--- config.mk ---
export PLATFORM = sky130hd
export DESIGN_NAME = accelCoreFarm
export DESIGN_NICKNAME = d
export VERILOG_FILES = /design/src/accelTile_pkg.sv /design/src/accelCoreFarm.sv
export VERILOG_INCLUDE_DIRS = /design/src
export SDC_FILE = /design/constraint.sdc
export NUM_CORES = 1
export LEC_CHECK = 0
export ABC_AREA = 0
export ABC_CLOCK_PERIOD_IN_PS = 6400
export BUFFER_PORTS_ARGS = -buffer_cell sky130_fd_sc_hd__buf_2
export CAP_MARGIN = 20
export CORE_MARGIN = 1.5
export CORE_UTILIZATION = 50
export CTS_BUF_LIST = sky130_fd_sc_hd__clkbuf_8
export DETAILED_ROUTE_END_ITERATION = 7
export GPL_TIMING_DRIVEN = 0
export PLACE_DENSITY = 0.72
export SLEW_MARGIN = 25
export SYNTH_ARGS = -nofsm -noshare
export SYNTH_HDL_FRONTEND = slang
export SYNTH_SLANG_ARGS = --single-unit
--- constraint.sdc ---
create_clock -name Clk -period 6.4 [get_ports Clk]
set_input_delay 0.96 -clock Clk [delete_from_list [all_inputs] [get_ports Clk]]
set_output_delay 0.96 -clock Clk [all_outputs]
set_load 0.01 [all_outputs]
--- src/accelTile_macros.svh ---
`ifndef ACCELTILE_MACROS_SVH
`define ACCELTILE_MACROS_SVH

// ==================================================
// tile sizes
// ==================================================
`define DATA_W       32           // core and fabric data word
`define IMEM_DEPTH   256          // instruction words
`define DMEM_DEPTH   256          // data words
`define TILE_ID_W    4            // fabric tile id

// ==================================================
// accelerator window, core byte addresses
// ==================================================
`define ACC_XOR_IN   32'h0000_F000 // [7:0] op1, [15:8] op2
`define ACC_XOR_OUT  32'h0000_F004 // read only
`define ACC_MUL_A    32'h0000_F008
`define ACC_MUL_B    32'h0000_F00C // write launches multiply
`define ACC_MUL_OUT  32'h0000_F010 // read stalls until result held

// fabric word address of the done flag
`define STATUS_ADDR  16'hFFFF

`endif

--- src/accelTile_pkg.sv ---
`default_nettype none

`include "accelTile_macros.svh"

package accelTile_pkg;

   typedef logic [`TILE_ID_W-1:0] tTileId;

   typedef enum logic [2:0] {
      WRITE_I  = 3'd0,   // load program word
      WRITE_D  = 3'd1,   // store data word
      READ_D   = 3'd2,   // read data or status word
      START    = 3'd3,   // run core from pc 0
      READ_RSP = 3'd4    // response to READ_D
   } tFabOp;

   typedef struct packed {
      tFabOp               opcode;
      tTileId              srcTile;
      tTileId              dstTile;
      logic [15:0]         addr;     // word address
      logic [`DATA_W-1:0]  data;
   } tTileTrans;

   typedef struct packed {
      logic wrRspReady;              // no write responses in this tile
      logic rdRspReady;
   } tFabReady;

   typedef struct packed {
      logic [31:0]        address;   // byte address
      logic [`DATA_W-1:0] wrData;
      logic               wrEn;
      logic               rdEn;
   } tCore2MemReq;

   typedef struct packed {
      logic [15:0] mulA;
      logic [15:0] mulB;
      logic        mulStart;         // single cycle pulse
   } tAccelInputs;

   typedef struct packed {
      logic [31:0] mulResult;
      logic        mulValid;
   } tAccelOutputs;

   // i-type fields
   typedef struct packed {
      logic [11:0] imm;
      logic [4:0]  rs1;
      logic [2:0]  funct3;
      logic [4:0]  rd;
      logic [6:0]  opcode;
   } tIView;

   // s/b-type fields, immediate split around rs1/rs2
   typedef struct packed {
      logic [6:0]  immHi;
      logic [4:0]  rs2;
      logic [4:0]  rs1;
      logic [2:0]  funct3;
      logic [4:0]  immLo;
      logic [6:0]  opcode;
   } tSView;

   typedef union packed {
      tIView iView;
      tSView sView;
   } tInstr;

endpackage

`default_nettype wire

--- src/accelCoreFarm.sv ---
`timescale 1ns/1ns
`default_nettype none

module accelCoreFarm (
   input  logic                         Clk,
   input  logic                         rstN,
   input  logic [7:0]                   xorInp1,
   input  logic [7:0]                   xorInp2,
   output logic [7:0]                   xorResult,
   input  var accelTile_pkg::tAccelInputs mulInputs,
   output accelTile_pkg::tAccelOutputs  mulOutputs
);

   logic [31:0] prodQ;        // stage 1 product
   logic [31:0] resQ;         // stage 2 output reg
   logic [1:0]  validPipeQ;

   assign xorResult = xorInp1 ^ xorInp2;   // combinational path

   always_ff @(posedge Clk) begin
      prodQ <= mulInputs.mulA * mulInputs.mulB;
      resQ  <= prodQ;
   end

   // valid follows data, two deep
   always_ff @(posedge Clk) begin
      if (!rstN) begin
         validPipeQ <= 2'b00;
      end else begin
         validPipeQ <= {validPipeQ[0], mulInputs.mulStart};
      end
   end

   assign mulOutputs.mulResult = resQ;
   assign mulOutputs.mulValid  = validPipeQ[1];

endmodule

`default_nettype wire

==> results.cfg, run 1 <==
[die]
die_y_um = 144
die_w_um = 144
start_util = 0.509
core_area_mm2 = 0.0195
dieArea_mm2 = 0.0207
num_rows = 51
io_pins = 92

[setup_path]
rr_worst_depth = 1
crit_type = in -> reg
worstPathRequired_ns = 6.63
worst_path_most_repeated_cell = fa_1
rr_startpoint = validPipeQ[0]
endpoint = prodQ[31]
path_cells = buf_2 > buf_4 > and2_1 > fa_1 > inv_1 > fa_1 > fa_1 > inv_1 > fa_1 > fa_1 > inv_1 > fa_1 > inv_1 > ha_4 > nand2_1 > nor3_2 > nand2b_1 > a2111oi_4 > o2111a_1 > o22ai_1 > xnor2_1
crit_fanout = 10
ff2ff_setup_slack_ns = 5.87
critPathSlowestCell = fa_1
rr_endpoint = validPipeQ[1]
worst-path-stages = 21
start_kind = primary input
startpoint = mulInputs[5]
max_stage_delay_ns = 0.54
cp_data_arrival_time_ns = 6.46
crit_family = adder cells
cp_num_buf_inv = 6
cp-end-kind = flop

[detailed_routing]
drc_errors = 0
wl_per_cell_um = 15.8
drt_iter0_drc = 382
ant_nets = 0
vias = 7362
drtPass1Iterations = 5
routed_wl_um = 22400
via_per_inst = 5.18

[logic_synthesis]
async_reset_ff_frac = 0
ys_seq_area_frac = 0.133
syn-num-nets = 1410
netlist_area_mm2 = 0.00990
synthCells = 1061
synth_enable_flop_cells = 0
ys_warn_count = 0
synth.distinct_cells = 45
ys.flop_type = dfxtp_1
syn_avg_cell_area_um2 = 9.33
synth-seq-cells = 66

[clock_network]
cts_buffer_depth = 2
htreeDepth = 3
path_clk_slew_ns = 0.07
numCtsBuffers = 9
clk-insertion-delay-late_ns = 0.34
cts_tree = done
cts.sinks = 66
clock-root-buffer = clkbuf_8

[timing]
fin_crit_sh = 0.973
max_freq_mhz = 161
max-slew-margin-rel = 0.647
finalSetupViolCount = 0
period_needed_ns = 6.23
worstMarginPinSlew_ns = 0.530
finClkSkew_ns = 0.00432
hold_violations = 0
final_max_slew_viol_count = 0

[finish]
fill_cells = 1716
final_cell_mix = inv_1 (232), fa_1 (194), nand2_1 (156)
fin_nets = 1500
syn_to_final_growth_pct = 11.2
fin_util = 0.566
final_common_cell = inv_1
seqCellArea_mm2 = 0.00132
drive_gt1_frac = 0.126
fin_cells = 1420
antennaDiodeCount = 0
multi_input_area_mm2 = 0.00766
postLayoutCellArea_mm2 = 0.0110

[global_routing]
gr-total-overflow = 0
grt_pass1_wl_um = 36700
antenna_found_initial = 0
grtUsageTotal = 0.235
grt_pass1_vias = 7488
grt_max_degree = 17

[run_status]
status = completed

[placed_design]
port_buffers = 91
hpwlAfterDp_um = 19300
placed_cells = 1417
place_congestion = 0.933
post_dp_cell_area_mm2 = 0.0107

[run]
maxCapViolCount = 0

[hold_path]
hold_path.class = reg -> reg
## through the flow
step / setup WS, ns / hold WS (ns) / TNS, ns
finish: 0.173 / 0.325 / 0
global route: -0.00359 / 0.331 / -0.00359
CTS: 0.00740 / 0.325 / 0
detailed placement: -0.665 / 0.312 / -7.00
global placement: -0.637 / 0.310 / -6.67
floorplan: 0.309 / 0.310 / 0
## flip-flops by register name, indices dropped and copies added (netlist names)
signal	flops
prodQ	32
resQ	32
validPipeQ	2
## synth_stat cells, drive strengths merged, types with 3 or more instances
cell / n / area, µm²
a21o: 5 / 38.8
o21ai: 14 / 70.1
a31oi: 4 / 25.0
xnor2: 18 / 158
a21oi: 24 / 120
fa: 194 / 3880
nand2: 158 / 596
o211ai: 4 / 35.0
nand2b: 3 / 18.8
xor2: 18 / 158
nor3: 4 / 25.0
inv: 232 / 871
o21bai: 3 / 22.5
nor2b: 4 / 25.0
nand3: 8 / 40.0
ha: 104 / 1300
dfxtp: 66 / 1320
clkbuf: 32 / 120
nor2: 15 / 56.3
and2: 127 / 795
## repair_timing
| item | in CTS | in global routing |
|---|---|---|
| setup endpoints to repair | 11 | 13 |
| gates resized for setup | 21 | 52 |
| hold buffers | 0 | 0 |
| pin swaps | 1 | 3 |
| setup buffers | 0 | 1 |
## layer usage
metal,vias up,GRT usage,share of wire
li1,3334,-,-
met1,3708,0.292,0.39
met2,261,0.402,0.50
met3,59,0.0443,0.065
met4,0,0.0967,0.041
met5,-,0,0
## cells by family (layout without fill, tap and decap cells)
family                   Yosys count  after routing  share of synthesized area
AO/OA/AOI/OAI                     70             70                     0.0479
XOR/XNOR                          36             36                     0.0318
adder cells (fa/ha/maj)          298            298                      0.524
buffers and inverters            265            359                      0.101
flip-flops                        66             66                      0.133
multiplexers                       1              1                    0.00114
AND/OR/NAND/NOR                  325            325                      0.161
## layout make-up
type | instances | area share
flip-flops and latches | 66 | 0.120
plain buffers | 20 | 0.0135
clock buffers | 9 | 0.0113
inverters | 232 | 0.0791
clock inverters | 6 | 0.00830
well taps | 265 | 0.0301
repair buffers | 92 | 0.0421
multi-input cells | 730 | 0.696
## how the worst min path moves through the flow
stage | startpoint | endpoint | slack, ns | depth (start not counted)
floorplan | prodQ[0] | resQ[0] | 0.31 | 0
global placement | prodQ[5] | resQ[5] | 0.31 | 0
detailed placement | prodQ[1] | resQ[1] | 0.31 | 0
CTS | prodQ[12] | resQ[12] | 0.33 | 0
global route | prodQ[12] | resQ[12] | 0.33 | 0
finish | prodQ[12] | resQ[12] | 0.33 | 0
Power of run 1 is left out: the tool's default activity adds up to more than one toggle a clock period on the data nets, which glitch-free logic cannot reach.
==> run 2, diff against run 1 <==
--- a/config.mk
+++ b/config.mk
@@ -16,7 +16,7 @@
 export DETAILED_ROUTE_END_ITERATION = 7
 export GPL_TIMING_DRIVEN = 0
 export PLACE_DENSITY = 0.72
-export SLEW_MARGIN = 25
+export RECOVER_POWER = 100
 export SYNTH_ARGS = -nofsm -noshare
 export SYNTH_HDL_FRONTEND = slang
 export SYNTH_SLANG_ARGS = --single-unit
==> results.cfg, run 2 (synthesis results as in run 1) <==
[timing]
period_needed_ns = 6.21
hold_violations = 0
max-slew-margin-rel = 0.644
worstMarginPinSlew_ns = 0.534
max_freq_mhz = 161
final_max_slew_viol_count = 0
fin_tns_setup_ns = 0
fin_ws_ns = 0.186
fin_crit_sh = 0.971
fin_hold_ws_ns = 0.325
finClkSkew_ns = 0.00474
finalSetupViolCount = 0

[clock_network]
cts_hold_buf = 0
cts_tree = done
clock-root-buffer = clkbuf_8
clk-insertion-delay-late_ns = 0.34
path_clk_slew_ns = 0.07
htreeDepth = 3
cts.sinks = 66
cts_buffer_depth = 2
numCtsBuffers = 9

[placed_design]
hpwlAfterDp_um = 19300
pre_cts_ws_ns = -0.665
placed_cells = 1417
place_congestion = 0.933
port_buffers = 91

[finish]
seqCellArea_mm2 = 0.00132
largest_registers = prodQ: 32 flops, resQ: 32 flops, validPipeQ: 2 flops
final_common_cell = inv_1
fill_cells = 1737
drive_gt1_frac = 0.0892
syn_to_final_growth_pct = 10.6
fin_cells = 1420
fin_nets = 1500
antennaDiodeCount = 0
multi_input_area_mm2 = 0.00766
final_cell_mix = inv_1 (232), fa_1 (194), nand2_1 (156)

[die]
core_area_mm2 = 0.0195
die_y_um = 144
io_pins = 92
die_w_um = 144
start_util = 0.509
num_rows = 51
dieArea_mm2 = 0.0207

[global_routing]
grt_pass1_wl_um = 36700
use_met3 = 0.0443
grt_max_degree = 17
grtUsageTotal = 0.235
antenna_found_initial = 0
use_met1 = 0.292
gr-usage-met2 = 0.402
grt_pass1_vias = 7488
gr-total-overflow = 0
busiest_layer = met2

[setup_path]
ff2ff_setup_slack_ns = 5.87
endpoint = prodQ[31]
crit_fanout = 10
start_kind = primary input
rr_worst_depth = 1
cp-end-kind = flop
crit_type = in -> reg
startpoint = mulInputs[5]
rr_endpoint = validPipeQ[1]
worstPathRequired_ns = 6.63
rr_startpoint = validPipeQ[0]
cp_data_arrival_time_ns = 6.44

[detailed_routing]
routed_wl_um = 22500
drt_iter0_drc = 376
wl_per_cell_um = 15.8
ant_nets = 0
drtPass1Iterations = 4
vias = 7387
drc_errors = 0
via_per_inst = 5.20

[hold_path]
min_delay_path_depth = 0
hold_path.class = reg -> reg

[run_status]
status = completed

[run]
maxCapViolCount = 0
==> run 2: cell types whose count changed in the layout (fill, tap and decap cells not counted) <==
cell      delta
and2_0       +4
and2_1       -4
buf_2       -42
clkbuf_1    +42
==> run 2: per-stage QoR <==
stage	util	instance area, µm²
finish	0.563	11000
detailed placement	0.549	10700
CTS	0.561	10900
floorplan	-	9900
global route	0.563	11000
global placement	0.549	10700
==> run 2: final cells by class <==
type | instances | share of cell area
multi-input cells | 730 | 0.699
inverters | 232 | 0.0795
clock inverters | 6 | 0.00834
flip-flops and latches | 66 | 0.121
repair buffers | 92 | 0.0375
well taps | 265 | 0.0303
plain buffers | 20 | 0.0136
clock buffers | 9 | 0.0113
==> run 2: worst min path at each step <==
| stage | from | end | slack, ns |
|---|---|---|---|
| final | prodQ[12] | resQ[12] | 0.33 |
| after global routing | prodQ[12] | resQ[12] | 0.33 |
| after CTS | prodQ[12] | resQ[12] | 0.33 |
| after detailed placement | prodQ[1] | resQ[1] | 0.31 |
| after global placement | prodQ[5] | resQ[5] | 0.31 |
| after floorplan | prodQ[0] | resQ[0] | 0.31 |
==> run 2: worst max-delay path, stage by stage <==
cell       delay, ns
buf_2           0.15
buf_4           0.19
and2_1          0.18
fa_1            0.54
inv_1           0.05
fa_1            0.47
fa_1            0.52
inv_1           0.07
fa_1            0.49
fa_1            0.49
inv_1           0.05
fa_1            0.49
inv_1           0.07
ha_4            0.30
nand2_1         0.11
nor3_2          0.22
nand2b_1        0.17
a2111oi_4       0.46
o2111a_1        0.22
o22ai_1         0.09
xnor2_1         0.14
==> run 2: what timing repair did <==
action / in CTS / in global routing
pin swaps: 1 / 3
buffers inserted: 0 / 1
endpoints found under the setup margin: 11 / 13
gates resized for setup: 21 / 52
==> run 2: metal layers <==
| metal | part of all wire | vias to the layer above |
|---|---|---|
| met5 | 0 | - |
| met4 | 0.040 | 0 |
| met3 | 0.066 | 55 |
| met2 | 0.50 | 271 |
| met1 | 0.39 | 3723 |
| li1 | - | 3338 |
Power of run 2 is left out for the same reason.
