===== src/accelTile_macros.svh =====
`ifndef ACCELTILE_MACROS_SVH
`define ACCELTILE_MACROS_SVH

// ==================================================
// tile sizes
// ==================================================
`define DATA_W       32           // core and fabric data word
`define IMEM_DEPTH   256          // instruction words
`define DMEM_DEPTH   256          // data words
`define TILE_ID_W    4            // fabric tile id

// ==================================================
// accelerator window, core byte addresses
// ==================================================
`define ACC_XOR_IN   32'h0000_F000 // [7:0] op1, [15:8] op2
`define ACC_XOR_OUT  32'h0000_F004 // read only
`define ACC_MUL_A    32'h0000_F008
`define ACC_MUL_B    32'h0000_F00C // write launches multiply
`define ACC_MUL_OUT  32'h0000_F010 // read stalls until result held

// fabric word address of the done flag
`define STATUS_ADDR  16'hFFFF

`endif


===== src/accelTile_pkg.sv =====
`default_nettype none

`include "accelTile_macros.svh"

package accelTile_pkg;

   typedef logic [`TILE_ID_W-1:0] tTileId;

   typedef enum logic [2:0] {
      WRITE_I  = 3'd0,   // load program word
      WRITE_D  = 3'd1,   // store data word
      READ_D   = 3'd2,   // read data or status word
      START    = 3'd3,   // run core from pc 0
      READ_RSP = 3'd4    // response to READ_D
   } tFabOp;

   typedef struct packed {
      tFabOp               opcode;
      tTileId              srcTile;
      tTileId              dstTile;
      logic [15:0]         addr;     // word address
      logic [`DATA_W-1:0]  data;
   } tTileTrans;

   typedef struct packed {
      logic wrRspReady;              // no write responses in this tile
      logic rdRspReady;
   } tFabReady;

   typedef struct packed {
      logic [31:0]        address;   // byte address
      logic [`DATA_W-1:0] wrData;
      logic               wrEn;
      logic               rdEn;
   } tCore2MemReq;

   typedef struct packed {
      logic [15:0] mulA;
      logic [15:0] mulB;
      logic        mulStart;         // single cycle pulse
   } tAccelInputs;

   typedef struct packed {
      logic [31:0] mulResult;
      logic        mulValid;
   } tAccelOutputs;

   // i-type fields
   typedef struct packed {
      logic [11:0] imm;
      logic [4:0]  rs1;
      logic [2:0]  funct3;
      logic [4:0]  rd;
      logic [6:0]  opcode;
   } tIView;

   // s/b-type fields, immediate split around rs1/rs2
   typedef struct packed {
      logic [6:0]  immHi;
      logic [4:0]  rs2;
      logic [4:0]  rs1;
      logic [2:0]  funct3;
      logic [4:0]  immLo;
      logic [6:0]  opcode;
   } tSView;

   typedef union packed {
      tIView iView;
      tSView sView;
   } tInstr;

endpackage

`default_nettype wire


===== src/miniCore.sv =====
`timescale 1ns/1ns
`default_nettype none

`include "accelTile_macros.svh"

module miniCore #(
   parameter int RF_NUM_MSB = 15                  // 15 for rv32e, 31 for full rf
) (
   input  logic                       Clock,
   input  logic                       rstN,
   input  logic                       coreRun,
   output logic                       halted,
   output logic                       ReadyQ101H,
   output logic [31:0]                PcQ100H,
   input  logic [31:0]                PreInstructionQ101H,
   input  logic                       DMemReady,
   output accelTile_pkg::tCore2MemReq Core2DmemReqQ103H,
   input  logic [31:0]                DMemRdRspQ104H
);

   localparam logic [6:0] OpLui    = 7'b0110111;
   localparam logic [6:0] OpImm    = 7'b0010011;
   localparam logic [6:0] OpReg    = 7'b0110011;
   localparam logic [6:0] OpLoad   = 7'b0000011;
   localparam logic [6:0] OpStore  = 7'b0100011;
   localparam logic [6:0] OpBranch = 7'b1100011;
   localparam logic [6:0] OpSystem = 7'b1110011;

   typedef enum logic [2:0] {
      S_IDLE, S_FETCH, S_DECODE, S_EXEC, S_MEM, S_WB
   } tState;

   tState                stateQ;
   logic [31:0]          pcQ;
   accelTile_pkg::tInstr instrQ;
   accelTile_pkg::tInstr fetched;
   logic [`DATA_W-1:0]   rf [1:RF_NUM_MSB];     // x0 not stored
   logic [`DATA_W-1:0]   rs1Val;
   logic [`DATA_W-1:0]   rs2Val;
   logic [31:0]          immI;
   logic [31:0]          immS;
   logic [31:0]          immB;
   logic [`DATA_W-1:0]   aluOut;
   logic [6:0]           opcode;
   logic                 isLoad;
   logic                 brTaken;
   logic                 wbEn;
   logic [`DATA_W-1:0]   wbData;

   function automatic logic [`DATA_W-1:0] rdReg(input logic [4:0] idx);
      if (idx == 5'd0 || idx > RF_NUM_MSB) begin  // x0 and absent regs read 0
         return '0;
      end
      return rf[idx];
   endfunction

   // ==================================================
   // decode
   // ==================================================
   assign fetched = PreInstructionQ101H;
   assign opcode  = instrQ.iView.opcode;
   assign isLoad  = (opcode == OpLoad);
   assign rs1Val  = rdReg(instrQ.iView.rs1);
   assign rs2Val  = rdReg(instrQ.sView.rs2);        // rs2 only lives in the s view
   assign immI    = {{20{instrQ.iView.imm[11]}}, instrQ.iView.imm};
   assign immS    = {{20{instrQ.sView.immHi[6]}}, instrQ.sView.immHi, instrQ.sView.immLo};
   assign immB    = {{20{instrQ.sView.immHi[6]}}, instrQ.sView.immLo[0],
                     instrQ.sView.immHi[5:0], instrQ.sView.immLo[4:1], 1'b0};
   assign brTaken = (opcode == OpBranch) && (instrQ.sView.funct3 == 3'b001)
                    && (rs1Val != rs2Val);             // bne only

   always_comb begin
      case (opcode)
         OpLui:   aluOut = {instrQ[31:12], 12'h000};
         OpImm:   aluOut = rs1Val + immI;              // addi
         OpReg:   aluOut = rs1Val + rs2Val;            // add
         default: aluOut = '0;
      endcase
   end

   // ==================================================
   // memory side
   // ==================================================
   assign ReadyQ101H = (stateQ == S_FETCH);
   assign PcQ100H    = pcQ;
   assign halted     = (stateQ == S_EXEC) && (opcode == OpSystem); // ecall

   assign Core2DmemReqQ103H.address = rs1Val + (isLoad ? immI : immS);
   assign Core2DmemReqQ103H.wrData  = rs2Val;
   assign Core2DmemReqQ103H.wrEn    = (stateQ == S_MEM) && !isLoad;
   assign Core2DmemReqQ103H.rdEn    = (stateQ == S_MEM) && isLoad;

   always_ff @(posedge Clock) begin
      if (!rstN) begin
         stateQ <= S_IDLE;
         pcQ    <= '0;
      end else begin
         case (stateQ)
            S_IDLE: begin
               if (coreRun) begin
                  pcQ    <= '0;
                  stateQ <= S_FETCH;
               end
            end
            S_FETCH:  stateQ <= S_DECODE;             // imem read in flight
            S_DECODE: begin
               if (fetched.iView.opcode == OpLoad || fetched.iView.opcode == OpStore) begin
                  stateQ <= S_MEM;
               end else begin
                  stateQ <= S_EXEC;
               end
            end
            S_EXEC: begin
               if (halted) begin
                  stateQ <= S_IDLE;
               end else begin
                  pcQ    <= brTaken ? pcQ + immB : pcQ + 32'd4;
                  stateQ <= S_FETCH;
               end
            end
            S_MEM: begin
               if (DMemReady) begin
                  stateQ <= S_WB;                     // else hold request
               end
            end
            default: begin                            // S_WB
               pcQ    <= pcQ + 32'd4;
               stateQ <= S_FETCH;
            end
         endcase
      end
   end

   always_ff @(posedge Clock) begin
      if (stateQ == S_DECODE) begin
         instrQ <= fetched;
      end
   end

   // ==================================================
   // register file writeback
   // ==================================================
   assign wbEn   = ((stateQ == S_EXEC) && (opcode == OpLui || opcode == OpImm || opcode == OpReg))
                   || ((stateQ == S_WB) && isLoad);
   assign wbData = (stateQ == S_WB) ? DMemRdRspQ104H : aluOut;

   always_ff @(posedge Clock) begin
      if (wbEn && instrQ.iView.rd != 5'd0 && instrQ.iView.rd <= RF_NUM_MSB) begin
         rf[instrQ.iView.rd] <= wbData;
      end
   end

endmodule

`default_nettype wire


===== config.mk =====
export PLATFORM = sky130hd
export DESIGN_NAME = miniCore
export DESIGN_NICKNAME = d
export VERILOG_FILES = /design/src/accelTile_pkg.sv /design/src/miniCore.sv
export VERILOG_INCLUDE_DIRS = /design/src
export SDC_FILE = /design/constraint.sdc
export NUM_CORES = 1
export LEC_CHECK = 0
export ABC_CLOCK_PERIOD_IN_PS = 6600
export BUFFER_PORTS_ARGS = -buffer_cell sky130_fd_sc_hd__buf_2
export CORE_UTILIZATION = 55
export CTS_CLUSTER_SIZE = 12
export DETAILED_ROUTE_END_ITERATION = 12
export GPL_TIMING_DRIVEN = 0
export PLACE_DENSITY = 0.76
export SETUP_SLACK_MARGIN = 0.4
export SLEW_MARGIN = 20
export SYNTH_ARGS = -nofsm -noshare
export SYNTH_HDL_FRONTEND = slang
export SYNTH_SLANG_ARGS = --single-unit

===== constraint.sdc =====
create_clock -name Clock -period 6.6 [get_ports Clock]
set_clock_uncertainty 0.05 [all_clocks]
set_input_delay 1.32 -clock Clock [delete_from_list [all_inputs] [get_ports Clock]]
set_output_delay 1.32 -clock Clock [all_outputs]
set_load 0.02 [all_outputs]

==> metrics.md <==
| Metric | Value |
|---|---|
| Yosys reg bits | `554` |
| Leading cell type in the layout, fill and taps excluded | `edfxtp_1` |
| Fin crit share | `0.989` |
| Syn avg cell area | `13.2 sq um` |
| Share of cells above drive strength 1 | `0.287` |
| Worst EP required | `5.23 ns` |
| Min-delay worst type | `flop to flop` |
| Vias in the first global route | `24.3k` |
| Crit-path cells | `nor4_4 -> buf_4 -> nor3b_4 -> buf_8 -> clkbuf_16 -> a22o_4 -> a221oi_4 -> inv_2 -> fa_2 -> a21o_1 -> a21oi_2 -> o211ai_1 -> a31oi_2 -> o31a_1 -> o211ai_1 -> a31o_2 -> buf_4 -> buf_4 -> buf_6 -> xor2_1 -> buf_4` |
| Standard-cell rows | `87` |
| Most frequent cells in the layout | `edfxtp_1 (512), mux4_2 (192), a21oi_1 (174)` |
| Final #Nets | `2874` |
| Initial core utilization | `0.556` |
| Cell Pwr Density | `255 nW/um^2` |
| Overflow after GRT | `0` |
| Die H | `241 microns` |
| Sequential share of the synthesized area | `0.518` |
| Synthesized instance count | `2369` |
| Hold Fails Final Rpt | `0` |
| # hold bufs at CTS | `0` |
| Largest net degree at the start of global routing | `23` |
| Via Count | `25.2k` |
| Routed length on met2 | `51000 microns` |
| Port Buffers | `165` |
| Worst Slack Setup Final | `0.0715 ns` |
| Initial drt markers | `3957` |
| Count of yosys warnings during synthesis | `0` |
| Status | `finished, final reports clean` |
| H-tree lvl count | `2` |
| DR pass1 iterations | `8` |
| Max layer used | `met4` |
| Crit path max fanout | `8` |
| Clk Latency, worst-skew pair | `0.67 ns` |
| DIE AREA | `57900 sq um` |
| CTS tree | `yes` |
| Clock net sink count | `554` |
| # setup viols final | `0` |
| Slowest-stage cell, CP | `edfxtp_1` |
| DRC viols | `0` |
| Initial antenna violation count | `3` |
| Post-Syn Nets | `2533` |
| Most common cell on crit path | `buf_4` |
| GPL Wtd Cong | `1.03` |
| Post-Place Setup Slack | `-1.29 ns` |
| Final Power | `9.54 mW` |
| Synthesized area | `31300 sq um` |
| CP delay by family, top | `compound AO/OA/AOI/OAI gates` |
| Worst-path clk slew | `0.06 ns` |
| First-pass GRT wire length | `162000 microns` |
| Final Max Tran Viols | `0` |
| Worst path buffer plus inverter count | `8` |
| Area growth from synthesis to layout | `19.2%` |
| Slew headroom | `0.205` |
| Num CTS Buffers | `57` |
| Least-Margin Pin Slew | `1.18 ns` |
| Core area | `56400 sq um` |
| Async set-reset flop share out of synthesis | `0` |
| Global Route Usage Sum | `0.393` |
| Io pins | `168` |
| Die X | `241 microns` |
| Main flop type after synthesis | `edfxtp_1` |
| Maximum vdd ir drop | `235 uV` |
| Met1 WL | `40000 microns` |
| Startpoint types | `flop` |
| Dpl hpwl | `80900 microns` |
| CTS root buffer | `clkbuf_16` |
| Deepest clock path buffer count | `3` |
| Max cap viols | `0` |
| Min Tclk post-route | `6.53 ns` |
| Per-cell routed wire length | `32.6 microns` |
| Number of flops mapped to enable cells by yosys | `512` |
| Crit-path max cell delay | `0.49 ns` |
| Detail Route Antenna Nets | `0` |
| Crit path capture type | `output pin` |
| CP Class | `flop to output pin` |
| RSZ-0062 raised after global routing | `true` |
| Pleak | `13.9 nW` |
| Final WL | `114000 microns` |
| Max Fclk | `153 MHz` |
| CP Data Arrival Time | `5.16 ns` |
| Met3 WL | `16500 microns` |
| Via density | `7.19` |
| Cell variety after synth | `86` |
-- state kept, by name, indices dropped and copies added (netlist names), named ones only --
signal   count
PcQ100H     31
rf         480
instrQ      32
stateQ       3
-- Yosys cell counts, types with 7 or more instances --
master,n,area [sq um]
or3_1,13,81.3
a31oi_1,31,194
nand3_1,48,240
nor2b_1,14,87.6
xor2_1,45,394
mux2_2,14,158
a22o_1,66,578
a21o_1,46,345
nand2_1,104,390
a221oi_1,53,464
o211ai_1,11,82.6
nand4_1,12,75.1
o21bai_1,14,105
dfxtp_1,42,841
xnor2_1,85,744
nand2b_1,19,119
nor3b_1,8,60.1
and3_1,20,125
buf_4,21,158
a211oi_1,18,135
a22oi_1,14,105
ha_1,93,1160
mux2i_1,70,701
buf_2,26,130
nor3_1,29,145
or4_1,7,52.6
and2_1,11,68.8
a211o_1,8,70.1
mux4_2,192,4320
a21oi_1,182,911
inv_1,64,240
nor2_1,193,724
clkbuf_1,66,248
o21ai_0,77,385
o21a_1,12,90.1
edfxtp_1,512,15400
a221o_1,12,120
buf_1,14,52.6
-- stage by stage --
stage               hold slack (ns)  utilization  cells  setup TNS [ns]  area (sq um)
CTS                           0.533        0.653   3468               0         36800
floorplan                     0.488            -   2369               0         31300
detailed placement            0.522        0.600   3327         -170.26         33800
global placement              0.504        0.587   3290         -472.18         33100
finish                        0.519        0.662   3503               0         37300
global route                  0.560        0.662   3502          -0.101         37300
-- worst register-to-register path, delay by kind of cell, from the launching register on --
kind	cells	cell delay, ns
adders and majority gates	1	0.31
AOI/OAI and AO/OA	7	2.08
and+or+nand+nor	6	1.26
DFF	1	0.31
buffers and inverters	5	1.57
muxes	1	0.35
-- path summary, 6_finish.rpt --
check | start | end | slack [ns] | cells past startpoint
setup / recovery | instrQ[16]$_DFFE_PN_ | Core2DmemReqQ103H[56] | 0.07 | 21
hold / removal | PcQ100H[1]$_SDFFE_PN0P_ | PcQ100H[1]$_SDFFE_PN0P_ | 0.52 | 1
setup reg to reg | flop | rf[8][30]$_DFFE_PP_ | 0.45 | 20
hold reg to reg | PcQ100H[1]$_SDFFE_PN0P_ | PcQ100H[1]$_SDFFE_PN0P_ | 0.52 | 1
-- cell type report --
class	count	area [sq um]
plain buffers	129	1050
flip-flops and latches	554	16200
repair buffers	282	2030
clock inverters	20	213
well taps	756	946
multi-input cells	1621	15200
inverters	65	244
diodes	1	2.50
clock buffers	75	1490
fillers	3962	19000
-- logic make-up (layout without fill, tap and decap cells) --
group,Yosys count,count (layout),share of synthesized area
simple gates,515,515,0.0815
fa+ha+maj,96,96,0.0391
xor+xnor,130,130,0.0363
other cells,1,2,0.000120
buf+inv,194,571,0.0273
mux,276,276,0.165
flops,554,554,0.518
compound gates,603,603,0.133
-- repair_timing --
action,CTS,global route
buffers inserted,46,34
setup endpoints to repair,346,243
gates resized for setup,233,71
pin swaps,31,29
hold endpoints to repair,0,0
-- per-layer routing --
metal	GRT usage	vias up
li1	-	10200
met1	0.517	12300
met2	0.595	2188
met3	0.110	460
met4	0.211	0
met5	0	-
-- report_power, final --
part	switching (mW)	leakage [nW]	total (mW)	internal [mW]
sequential	0.0611	5.17	3.89	3.83
clock	1.40	0.809	3.07	1.67
combinational	1.55	7.88	2.58	1.03
total	3.01	13.9	9.54	6.53
(Power assumes the default switching activity.)
